## config.mk

```make
export PLATFORM = sky130hd
export DESIGN_NAME = rp_top
export DESIGN_NICKNAME = d
export VERILOG_FILES = /design/src/rtl/rp_bus_pkg.sv /design/src/rtl/rp_sig_pkg.sv /design/src/rtl/rp_top.sv /design/src/rtl/rp_dac_mixer.sv /design/src/rtl/rp_prop_ctrl.sv /design/src/rtl/rp_ramp_gen.sv /design/src/rtl/rp_adc_frontend.sv /design/src/rtl/rp_axil_regs.sv
export SDC_FILE = /design/constraint.sdc
export NUM_CORES = 1
export LEC_CHECK = 0
export ABC_AREA = 1
export BUFFER_PORTS_ARGS = -buffer_cell sky130_fd_sc_hd__clkbuf_2
export CAP_MARGIN = 25
export CELL_PAD_IN_SITES_DETAIL_PLACEMENT = 0
export CELL_PAD_IN_SITES_GLOBAL_PLACEMENT = 1
export CORE_ASPECT_RATIO = 0.9
export CORE_MARGIN = 2
export CORE_UTILIZATION = 25
export CTS_CLUSTER_DIAMETER = 40
export DETAILED_ROUTE_END_ITERATION = 16
export GPL_TIMING_DRIVEN = 0
export PLACE_DENSITY = 0.6
export SLEW_MARGIN = 20
export SYNTH_ARGS = -nofsm -noshare
export SYNTH_HDL_FRONTEND = slang
export SYNTH_SLANG_ARGS = --single-unit
```

## constraint.sdc

```tcl
create_clock -name adc_clk -period 8.4 [get_ports adc_clk]
set_clock_uncertainty 0.2 [all_clocks]
set_input_delay 1.26 -clock adc_clk [delete_from_list [all_inputs] [get_ports adc_clk]]
set_output_delay 1.26 -clock adc_clk [all_outputs]
set_load 0.01 [all_outputs]
```

## src/rtl/rp_bus_pkg.sv

```systemverilog
// configuration bus: AXI4-Lite widths, register map, response codes, id word
package rp_bus_pkg;

  ////////////////////////////////////////////////////////////////////////////
  // bus widths
  ////////////////////////////////////////////////////////////////////////////

  parameter int AXI_ADDR_W = 8;
  parameter int AXI_DATA_W = 32;
  parameter int AXI_STRB_W = AXI_DATA_W / 8;  // one strobe per byte lane

  ////////////////////////////////////////////////////////////////////////////
  // register byte offsets
  ////////////////////////////////////////////////////////////////////////////

  parameter logic [AXI_ADDR_W-1:0] REG_CTRL     = 8'h00;  // [0] loop, [1] ramp
  parameter logic [AXI_ADDR_W-1:0] REG_STEP_A   = 8'h04;  // ramp step ch a
  parameter logic [AXI_ADDR_W-1:0] REG_STEP_B   = 8'h08;  // ramp step ch b
  parameter logic [AXI_ADDR_W-1:0] REG_SETPOINT = 8'h0C;  // signed, both channels
  parameter logic [AXI_ADDR_W-1:0] REG_KP       = 8'h10;  // unsigned gain
  parameter logic [AXI_ADDR_W-1:0] REG_ID       = 8'h14;  // read only

  // response codes
  parameter logic [1:0] RESP_OKAY   = 2'b00;
  parameter logic [1:0] RESP_SLVERR = 2'b10;

  // identification, "RP" plus a revision
  parameter logic [AXI_DATA_W-1:0] RP_ID_WORD = 32'h5250_0A01;

endpackage

```

## src/rtl/rp_sig_pkg.sv

```systemverilog
// analog path types: sample, converter code, sum, channel count, field widths
package rp_sig_pkg;

  parameter int NUM_CH = 2;    // analog channels, a and b
  parameter int SMP_W  = 14;   // converter resolution
  parameter int STEP_W = 16;   // ramp step field
  parameter int KP_W   = 8;    // unsigned proportional gain

  // two's complement sample, used everywhere inside the path
  typedef logic signed [SMP_W-1:0] sample_t;

  // raw negative-slope offset-binary code, same format on ADC and DAC pins
  typedef logic [SMP_W-1:0] adc_code_t;

  // one guard bit for sums and errors
  typedef logic signed [SMP_W:0] sum_t;

  // full-scale limits of a sample
  parameter sample_t SMP_MAX = {1'b0, {(SMP_W-1){1'b1}}};  // +8191
  parameter sample_t SMP_MIN = {1'b1, {(SMP_W-1){1'b0}}};  // -8192

  // DAC code for a zero sample, also the idle output
  parameter adc_code_t ZERO_CODE = {1'b0, {(SMP_W-1){1'b1}}};

endpackage
```

## src/rtl/rp_top.sv

```systemverilog
// top level: register slave, ADC front end, ramp, controller and DAC mixer
`timescale 1ns/1ps

module rp_top
  import rp_bus_pkg::*;
  import rp_sig_pkg::*;
#(
  parameter int ACC_W    = 24,   // ramp accumulator width
  parameter int KP_SHIFT = 4     // controller scaling shift
)
(
  input  logic                   adc_clk,
  input  logic                   reset_i,
  // AXI4-Lite slave
  input  logic [AXI_ADDR_W-1:0]  awaddr_i,
  input  logic                   awvalid_i,
  output logic                   awready_o,
  input  logic [AXI_DATA_W-1:0]  wdata_i,
  input  logic [AXI_STRB_W-1:0]  wstrb_i,
  input  logic                   wvalid_i,
  output logic                   wready_o,
  output logic [1:0]             bresp_o,
  output logic                   bvalid_o,
  input  logic                   bready_i,
  input  logic [AXI_ADDR_W-1:0]  araddr_i,
  input  logic                   arvalid_i,
  output logic                   arready_o,
  output logic [AXI_DATA_W-1:0]  rdata_o,
  output logic [1:0]             rresp_o,
  output logic                   rvalid_o,
  input  logic                   rready_i,
  // converters
  input  adc_code_t [NUM_CH-1:0] adc_dat_i,   // one word per channel
  output adc_code_t [NUM_CH-1:0] dac_dat_o
);

  ////////////////////////////////////////////////////////////////////////////
  // configuration
  ////////////////////////////////////////////////////////////////////////////

  logic                          digital_loop;
  logic                          ramp_en;
  logic [NUM_CH-1:0][STEP_W-1:0] step;
  sample_t                       setpoint;
  logic [KP_W-1:0]               kp;

  rp_axil_regs u_regs (
    .adc_clk        (adc_clk),
    .reset_i        (reset_i),
    .awaddr_i       (awaddr_i),
    .awvalid_i      (awvalid_i),
    .awready_o      (awready_o),
    .wdata_i        (wdata_i),
    .wstrb_i        (wstrb_i),
    .wvalid_i       (wvalid_i),
    .wready_o       (wready_o),
    .bresp_o        (bresp_o),
    .bvalid_o       (bvalid_o),
    .bready_i       (bready_i),
    .araddr_i       (araddr_i),
    .arvalid_i      (arvalid_i),
    .arready_o      (arready_o),
    .rdata_o        (rdata_o),
    .rresp_o        (rresp_o),
    .rvalid_o       (rvalid_o),
    .rready_i       (rready_i),
    .digital_loop_o (digital_loop),
    .ramp_en_o      (ramp_en),
    .step_o         (step),
    .setpoint_o     (setpoint),
    .kp_o           (kp)
  );

  ////////////////////////////////////////////////////////////////////////////
  // analog path, three register stages ADC to DAC
  ////////////////////////////////////////////////////////////////////////////

  sample_t [NUM_CH-1:0] smp;    // front end out
  sample_t [NUM_CH-1:0] ramp;   // generator out
  sample_t [NUM_CH-1:0] ctrl;   // controller out

  rp_adc_frontend u_frontend (
    .adc_clk        (adc_clk),
    .reset_i        (reset_i),
    .digital_loop_i (digital_loop),
    .adc_dat_i      (adc_dat_i),
    .dac_dat_i      (dac_dat_o),     // loop back path
    .smp_o          (smp)
  );

  rp_ramp_gen #(
    .ACC_W (ACC_W)
  ) u_ramp (
    .adc_clk   (adc_clk),
    .reset_i   (reset_i),
    .ramp_en_i (ramp_en),
    .step_i    (step),
    .ramp_o    (ramp)
  );

  rp_prop_ctrl #(
    .KP_SHIFT (KP_SHIFT)
  ) u_ctrl (
    .adc_clk    (adc_clk),
    .reset_i    (reset_i),
    .smp_i      (smp),
    .setpoint_i (setpoint),
    .kp_i       (kp),
    .ctrl_o     (ctrl)
  );

  rp_dac_mixer u_mixer (
    .adc_clk   (adc_clk),
    .reset_i   (reset_i),
    .ramp_i    (ramp),
    .ctrl_i    (ctrl),
    .dac_dat_o (dac_dat_o)
  );

endmodule

```

## src/rtl/rp_dac_mixer.sv

```systemverilog
// DAC mixer: ramp plus controller, saturation, conversion to neg-slope code
`timescale 1ns/1ps

module rp_dac_mixer
  import rp_sig_pkg::*;
(
  input  logic                   adc_clk,
  input  logic                   reset_i,
  input  sample_t   [NUM_CH-1:0] ramp_i,     // generator output
  input  sample_t   [NUM_CH-1:0] ctrl_i,     // controller output
  output adc_code_t [NUM_CH-1:0] dac_dat_o   // registered DAC codes
);

  sum_t      [NUM_CH-1:0] sum;
  sample_t   [NUM_CH-1:0] sat;
  adc_code_t [NUM_CH-1:0] dac_q;

  ////////////////////////////////////////////////////////////////////////////
  // sum and saturation
  ////////////////////////////////////////////////////////////////////////////

  always_comb
  begin
    for (int i = 0; i < NUM_CH; i++)
    begin
      sum[i] = sum_t'(ramp_i[i]) + sum_t'(ctrl_i[i]);
      // guard and sign bits disagree on overflow
      if (sum[i][SMP_W] != sum[i][SMP_W-1])
        sat[i] = sum[i][SMP_W] ? SMP_MIN : SMP_MAX;
      else
        sat[i] = sum[i][SMP_W-1:0];
    end
  end

  // back to neg-slope offset binary, sign kept and the rest inverted
  always_ff @(posedge adc_clk)
  begin
    if (reset_i)
    begin
      for (int i = 0; i < NUM_CH; i++)
        dac_q[i] <= ZERO_CODE;   // 0x1FFF, mid scale
    end
    else
    begin
      for (int i = 0; i < NUM_CH; i++)
        dac_q[i] <= {sat[i][SMP_W-1], ~sat[i][SMP_W-2:0]};
    end
  end

  assign dac_dat_o = dac_q;

endmodule

```

## src/rtl/rp_prop_ctrl.sv

```systemverilog
// proportional controller per channel: error, gain, shift, clamp, register
`timescale 1ns/1ps

module rp_prop_ctrl
  import rp_sig_pkg::*;
#(
  parameter int KP_SHIFT = 4   // right shift after the multiply
)
(
  input  logic                 adc_clk,
  input  logic                 reset_i,
  input  sample_t [NUM_CH-1:0] smp_i,       // measured samples
  input  sample_t              setpoint_i,  // common to both channels
  input  logic [KP_W-1:0]      kp_i,        // unsigned gain
  output sample_t [NUM_CH-1:0] ctrl_o
);

  // error has one guard bit, gain one sign bit in front
  localparam int PROD_W = SMP_W + 1 + KP_W + 1;

  logic signed [KP_W:0]         kp_s;
  sum_t        [NUM_CH-1:0]     err;
  logic signed [PROD_W-1:0]     prod   [NUM_CH];
  logic signed [PROD_W-1:0]     scaled [NUM_CH];
  sample_t     [NUM_CH-1:0]     sat;
  sample_t     [NUM_CH-1:0]     ctrl_q;

  assign kp_s = $signed({1'b0, kp_i});   // gain is never negative

  ////////////////////////////////////////////////////////////////////////////
  // datapath
  ////////////////////////////////////////////////////////////////////////////

  always_comb
  begin
    for (int i = 0; i < NUM_CH; i++)
    begin
      err[i]    = sum_t'(setpoint_i) - sum_t'(smp_i[i]);  // cannot overflow 15 bits
      prod[i]   = err[i] * kp_s;
      scaled[i] = prod[i] >>> KP_SHIFT;                    // arithmetic, keeps sign
      // clamp to sample range
      if (scaled[i] > PROD_W'(SMP_MAX))
        sat[i] = SMP_MAX;
      else if (scaled[i] < PROD_W'(SMP_MIN))
        sat[i] = SMP_MIN;
      else
        sat[i] = scaled[i][SMP_W-1:0];
    end
  end

  always_ff @(posedge adc_clk)
  begin
    if (reset_i)
      ctrl_q <= '0;
    else
      ctrl_q <= sat;   // one cycle sample to output
  end

  assign ctrl_o = ctrl_q;

endmodule

```

## src/rtl/rp_ramp_gen.sv

```systemverilog
// ramp generator: one wrapping phase accumulator per channel
`timescale 1ns/1ps

module rp_ramp_gen
  import rp_sig_pkg::*;
#(
  parameter int ACC_W = 24   // accumulator width, at least STEP_W
)
(
  input  logic                          adc_clk,
  input  logic                          reset_i,
  input  logic                          ramp_en_i,  // low clears everything
  input  logic [NUM_CH-1:0][STEP_W-1:0] step_i,     // phase increment per cycle
  output sample_t [NUM_CH-1:0]          ramp_o
);

  logic [NUM_CH-1:0][ACC_W-1:0] acc_q;
  logic [NUM_CH-1:0][ACC_W-1:0] acc_nxt;
  sample_t [NUM_CH-1:0]         ramp_q;

  // step zero-extended, overflow wraps
  always_comb
  begin
    for (int i = 0; i < NUM_CH; i++)
      acc_nxt[i] = acc_q[i] + ACC_W'(step_i[i]);
  end

  ////////////////////////////////////////////////////////////////////////////
  // accumulator and output register
  ////////////////////////////////////////////////////////////////////////////

  always_ff @(posedge adc_clk)
  begin
    if (reset_i || !ramp_en_i)
    begin
      acc_q  <= '0;   // phase restarts at zero on enable
      ramp_q <= '0;
    end
    else
    begin
      for (int i = 0; i < NUM_CH; i++)
      begin
        acc_q[i]  <= acc_nxt[i];
        ramp_q[i] <= acc_nxt[i][ACC_W-1 -: SMP_W];  // top bits, read as signed
      end
    end
  end

  // sawtooth from 0 up to +max, jumps to -max, back up through 0
  assign ramp_o = ramp_q;

endmodule

```

## src/rtl/rp_adc_frontend.sv

```systemverilog
// ADC front end: loop source select, input register, neg-slope to two's complement
`timescale 1ns/1ps

module rp_adc_frontend
  import rp_sig_pkg::*;
(
  input  logic                     adc_clk,
  input  logic                     reset_i,
  input  logic                     digital_loop_i,  // take DAC codes back in
  input  adc_code_t [NUM_CH-1:0]   adc_dat_i,       // raw ADC codes
  input  adc_code_t [NUM_CH-1:0]   dac_dat_i,       // fed-back DAC codes
  output sample_t   [NUM_CH-1:0]   smp_o            // registered samples
);

  adc_code_t [NUM_CH-1:0] src;     // selected code per channel
  sample_t   [NUM_CH-1:0] smp_q;

  ////////////////////////////////////////////////////////////////////////////
  // source select
  ////////////////////////////////////////////////////////////////////////////

  // DAC and ADC share one code format, so the loop needs no conversion
  always_comb
  begin
    for (int i = 0; i < NUM_CH; i++)
      src[i] = digital_loop_i ? dac_dat_i[i] : adc_dat_i[i];
  end

  // sign bit stays, magnitude bits flip (negative slope)
  // converted before the register so reset gives a zero sample
  always_ff @(posedge adc_clk)
  begin
    if (reset_i)
      smp_q <= '0;
    else
    begin
      for (int i = 0; i < NUM_CH; i++)
        smp_q[i] <= {src[i][SMP_W-1], ~src[i][SMP_W-2:0]};
    end
  end

  assign smp_o = smp_q;

endmodule

```

## src/rtl/rp_axil_regs.sv

```systemverilog
// AXI4-Lite slave with control, ramp step, setpoint, gain and id registers
`timescale 1ns/1ps

module rp_axil_regs
  import rp_bus_pkg::*;
  import rp_sig_pkg::*;
(
  input  logic                             adc_clk,
  input  logic                             reset_i,
  // write address / data / response
  input  logic [AXI_ADDR_W-1:0]            awaddr_i,
  input  logic                             awvalid_i,
  output logic                             awready_o,
  input  logic [AXI_DATA_W-1:0]            wdata_i,
  input  logic [AXI_STRB_W-1:0]            wstrb_i,
  input  logic                             wvalid_i,
  output logic                             wready_o,
  output logic [1:0]                       bresp_o,
  output logic                             bvalid_o,
  input  logic                             bready_i,
  // read address / data
  input  logic [AXI_ADDR_W-1:0]            araddr_i,
  input  logic                             arvalid_i,
  output logic                             arready_o,
  output logic [AXI_DATA_W-1:0]            rdata_o,
  output logic [1:0]                       rresp_o,
  output logic                             rvalid_o,
  input  logic                             rready_i,
  // configuration out
  output logic                             digital_loop_o,
  output logic                             ramp_en_o,
  output logic [NUM_CH-1:0][STEP_W-1:0]    step_o,
  output sample_t                          setpoint_o,
  output logic [KP_W-1:0]                  kp_o
);

  logic                          live_q;      // set one cycle after reset
  logic                          loop_q;
  logic                          ramp_en_q;
  logic [NUM_CH-1:0][STEP_W-1:0] step_q;
  sample_t                       setpoint_q;
  logic [KP_W-1:0]               kp_q;
  logic                          bvalid_q, rvalid_q;
  logic [1:0]                    bresp_q, rresp_q;
  logic [AXI_DATA_W-1:0]         rdata_q;
  logic [AXI_ADDR_W-1:0]         aw_word, ar_word;  // byte offset forced to word
  logic                          wr_go, rd_go;
  logic                          wr_ok;
  logic [AXI_DATA_W:0]           wr_view, rd_view;  // {hit, current value}
  logic [AXI_DATA_W-1:0]         wr_data;           // value after byte merge

  // register view at a word address, msb flags a mapped offset
  function automatic logic [AXI_DATA_W:0] reg_view(input logic [AXI_ADDR_W-1:0] addr);
    logic [AXI_DATA_W:0] v;
    v = '0;
    v[AXI_DATA_W] = 1'b1;
    case (addr)
      REG_CTRL:     v[1:0] = {ramp_en_q, loop_q};
      REG_STEP_A:   v[STEP_W-1:0] = step_q[0];
      REG_STEP_B:   v[STEP_W-1:0] = step_q[1];
      REG_SETPOINT: v[SMP_W-1:0] = setpoint_q;   // masked, no sign extension
      REG_KP:       v[KP_W-1:0] = kp_q;
      REG_ID:       v[AXI_DATA_W-1:0] = RP_ID_WORD;
      default:      v = '0;                      // unmapped
    endcase
    return v;
  endfunction

  ////////////////////////////////////////////////////////////////////////////
  // handshakes and decode
  ////////////////////////////////////////////////////////////////////////////

  assign aw_word = {awaddr_i[AXI_ADDR_W-1:2], 2'b00};
  assign ar_word = {araddr_i[AXI_ADDR_W-1:2], 2'b00};

  // address and data accepted together, only with no response pending
  assign wr_go     = awvalid_i & wvalid_i & ~bvalid_q & live_q;
  assign awready_o = wr_go;
  assign wready_o  = wr_go;

  assign arready_o = ~rvalid_q & live_q;
  assign rd_go     = arvalid_i & arready_o;

  always_comb
  begin
    wr_view = reg_view(aw_word);
    rd_view = reg_view(ar_word);
    wr_ok   = wr_view[AXI_DATA_W] & (aw_word != REG_ID);  // id is read only
    // old value in lanes without strobe
    for (int b = 0; b < AXI_STRB_W; b++)
      wr_data[b*8 +: 8] = wstrb_i[b] ? wdata_i[b*8 +: 8] : wr_view[b*8 +: 8];
  end

  ////////////////////////////////////////////////////////////////////////////
  // registers and responses
  ////////////////////////////////////////////////////////////////////////////

  always_ff @(posedge adc_clk)
  begin
    if (reset_i)
    begin
      live_q     <= 1'b0;
      loop_q     <= 1'b0;
      ramp_en_q  <= 1'b0;
      step_q     <= '0;
      setpoint_q <= '0;
      kp_q       <= '0;
      bvalid_q   <= 1'b0;
      bresp_q    <= RESP_OKAY;
      rvalid_q   <= 1'b0;
      rresp_q    <= RESP_OKAY;
    end
    else
    begin
      live_q <= 1'b1;
      // write channel
      if (wr_go)
      begin
        bvalid_q <= 1'b1;
        bresp_q  <= wr_ok ? RESP_OKAY : RESP_SLVERR;
        if (wr_ok)
        begin
          case (aw_word)
            REG_CTRL:
            begin
              loop_q    <= wr_data[0];
              ramp_en_q <= wr_data[1];
            end
            REG_STEP_A:   step_q[0]  <= wr_data[STEP_W-1:0];
            REG_STEP_B:   step_q[1]  <= wr_data[STEP_W-1:0];
            REG_SETPOINT: setpoint_q <= wr_data[SMP_W-1:0];
            REG_KP:       kp_q       <= wr_data[KP_W-1:0];
            default:      ;  // wr_ok excludes the rest
          endcase
        end
      end
      else if (bready_i)
        bvalid_q <= 1'b0;   // response taken
      // read channel
      if (rd_go)
      begin
        rvalid_q <= 1'b1;
        rresp_q  <= rd_view[AXI_DATA_W] ? RESP_OKAY : RESP_SLVERR;
      end
      else if (rready_i)
        rvalid_q <= 1'b0;
    end
  end

  // read data, zero for unmapped
  always_ff @(posedge adc_clk)
  begin
    if (rd_go)
      rdata_q <= rd_view[AXI_DATA_W-1:0];
  end

  assign bvalid_o       = bvalid_q;
  assign bresp_o        = bresp_q;
  assign rvalid_o       = rvalid_q;
  assign rresp_o        = rresp_q;
  assign rdata_o        = rdata_q;
  assign digital_loop_o = loop_q;
  assign ramp_en_o      = ramp_en_q;
  assign step_o         = step_q;
  assign setpoint_o     = setpoint_q;
  assign kp_o           = kp_q;

endmodule

```

==> results.cfg <==
[run_status]
run_status = finished clean

[clocking]
post_cts_buffers = 0
clkTransAtPathRegs_ps = 70
cts_made_buffers = 28
cts.sinks = 210
cts_resized = 0
hold_buffers = 0
clockBufferDepth = 3
insertion_delay_ps = 560
cts_tree = done
cts_root_buf = clkbuf_16
cts-htree-levels = 1

[cells_and_area]
layout.nets = 3493
synthToLayoutAreaGrowth_pct = 14.2
final_cell_mix = 564 x inv_1, 544 x nand2_1, 267 x a21oi_1
drive_above_1_share_pct = 8.94
final-seq-area_sq_mm = 0.00437
final_common_cell = inv_1
nFillCells = 9304
multi_input_area_sq_mm = 0.0140
fin_util_pct = 28.9

[setup_path]
critPathMostFrequentCell = nand2_1
worst_r2r_startpoint = u_regs.setpoint_o[0]
worstPathRequired_ps = 8660
reg2reg_setup_slack_ps = 1040
worstRegToRegCells = 32
cp-start-kind = flip-flop
crit_arrival_ps = 7620
worst_setup_path_end_kind = flip-flop
crit_path_max_fanout = 10
cpMaxStageDelayCell = fa_1
worstSetupPathType = flip-flop to flip-flop
r2r_end = u_ctrl.ctrl_o[23]
max_stage_delay_ps = 660

[global_route]
grt_first_pass_wirelength_um = 107000
grt_overflow = 0
grt_pass1_vias = 18600
grt_use_total_pct = 16.1
antenna_found_initial = 1
grt_max_degree = 20

[yosys]
synth_seq_cells = 210
ys_async_sr_fraction_pct = 0
synthDistinctLibCells = 56
synth_edf_count = 17
synth_area_sq_mm = 0.0210
yosysTopAreaCell = fa_1
yosysWarnings = 0
synth-main-ff-cell = dfxtp_1
syn_inst = 2869
synth_top_area_share_pct = 18.9
synth.area.top_cells = fa_1 19%, dfxtp_1 18%, ha_1 11%, inv_1 10%, nand2_1 9.7%
ys_seq_area_share_pct = 20.9
avgSynthCellArea_sq_um = 7.30

[power]
p_per_area_mw_per_mm2 = 105
p_comb_share_pct = 10.4
power.switching_w = 0.000718
p_clk_share_pct = 48.0
p_int_w = 0.00180
ir_worst_vdd_mv = 0.130
p_leak_nw = 11.8
p_sw_share_pct = 28.5
p_seq_share_pct = 41.6

[hold_path]
hold_path_depth = 2
hold_class = flip-flop to flip-flop
hold_end = u_regs.rvalid_o
min_from = u_regs.rvalid_o

[die]
core-area_sq_mm = 0.0828
num_io_pins = 156
dieArea_sq_mm = 0.0861
chipHeight_um = 279
fp-row-count = 100
start_util_pct = 25.3
die_width_um = 309

[sta]
worst_pin_slew_ps = 1010
drv_slew = 0
finalSetupViolCount = 0
rsz0062_at_grt = no
clock.fmax_mhz = 136
period_share_pct = 87.6
relSlewSlack_pct = 32.7
fin_crit_ps = 7360
hold_violations = 0
setup_tns_ps = 0

[run]
cap_violations = 0

[routing]
avgRoutedWirePerCell_um = 16.5
drtPass1Iterations = 5
wirelength_um = 68800
drt-initial-drc-count = 976
via_per_inst = 4.40
vias = 18400
ant_nets = 0
drc = 0

[placed_design]
gp_congestion = 0.871
numPortBuffers = 119
hpwl_um = 57900
state kept, by name, indices dropped and copies added, names as in the netlist:
register and flops:
u_ramp.acc_q 20, u_regs.rresp_o 1, u_regs.ramp_en_o 1, u_regs.bresp_o 1, u_regs.rdata_o 17, u_regs.setpoint_o 14, u_regs.kp_o 8, u_regs.digital_loop_o 1
u_ramp.ramp_o 28, u_regs.rvalid_o 1, u_mixer.dac_dat_o 28, u_ctrl.ctrl_o 28, u_regs.live_q 1, u_regs.step_o 32, u_regs.bvalid_o 1, u_frontend.smp_o 28
power by group through the flow:
stage                     combinational, W  clock [W]  sequential (W)
after floorplan                   0.000159          0         0.00107
after global placement            0.000264          0         0.00107
after detailed placement          0.000262          0         0.00107
after CTS                         0.000263    0.00124         0.00105
after global routing              0.000293    0.00129         0.00105
final                             0.000262    0.00121         0.00105
synthesized netlist by cell type, drive strengths merged (25+ instances only):
cell      n
o21ai   168
o22ai    32
a21oi   274
nor2    273
dfxtp   193
xor2     34
clkbuf   45
buf      42
fa      198
or2      25
nand2   556
ha      178
xnor2    33
nand3   105
inv     569
logic make-up after synthesis:
kind of cell | count (synthesis) | synth area share, %
AO/OA/AOI/OAI | 540 | 14.0
XOR/XNOR | 67 | 2.91
adder cells (fa/ha/maj) | 376 | 29.6
buffers and inverters | 657 | 12.3
flip-flops | 210 | 20.9
other | 1 | 0.0179
AND/OR/NAND/NOR | 1018 | 20.3
area by class of cell:
| cell class | instances | area share, % |
|---|---|---|
| Multi-Input combinational cell | 2014 | 58.7 |
| Sequential cell | 210 | 18.3 |
| Inverter | 570 | 8.94 |
| Tap cell | 1122 | 5.87 |
| Clock buffer | 31 | 3.11 |
| Timing Repair Buffer | 119 | 2.49 |
| Buffer | 87 | 1.85 |
| Clock inverter | 21 | 0.810 |
| Antenna cell | 1 | 0.0105 |
worst max path at each step:
stage | startpoint | end | slack (ps) | depth (start not counted)
final | u_regs.setpoint_o[0] | u_ctrl.ctrl_o[23] | 1040 | 32
after global routing | u_regs.setpoint_o[0] | u_ctrl.ctrl_o[23] | 400 | 35
after floorplan | u_regs.setpoint_o[0] | u_ctrl.ctrl_o[19] | 2200 | 33
after global placement | u_regs.setpoint_o[0] | u_ctrl.ctrl_o[23] | 1040 | 32
after detailed placement | u_regs.setpoint_o[0] | u_ctrl.ctrl_o[23] | 1010 | 35
after CTS | u_regs.setpoint_o[0] | u_ctrl.ctrl_o[23] | 950 | 35
worst max-delay path, delay by kind of cell, from the launching register on:
| family | cells | cell delay [ps] |
|---|---|---|
| flip-flops | 1 | 340 |
| AO/OA/AOI/OAI | 6 | 1460 |
| buffers and inverters | 6 | 640 |
| adder cells (fa/ha/maj) | 7 | 3270 |
| AND/OR/NAND/NOR | 13 | 1350 |
metal layers:
metal	vias up	track usage, %	wire length [um]	part of all wire (%)
met5	-	0	0	0
met4	0	2.36	1020	1.5
met3	61	2.28	3420	5.0
met2	374	24.5	28600	42
met1	8543	24.3	35700	52
li1	9375	-	-	-
per-stage QoR:
| step | std cells | total power [W] | hold slack (ps) | area [sq um] | setup WS [ps] |
|---|---|---|---|---|---|
| floorplan | 2881 | 0.00123 | 255 | 21000 | 2200 |
| global placement | 4122 | 0.00133 | 274 | 23000 | 1040 |
| detailed placement | 4122 | 0.00133 | 277 | 23000 | 1010 |
| CTS | 4174 | 0.00255 | 287 | 23900 | 949 |
| global route | 4174 | 0.00263 | 311 | 23900 | 399 |
| finish | 4175 | 0.00252 | 284 | 23900 | 1040 |
Note: power is estimated with default switching activity, not from simulation.
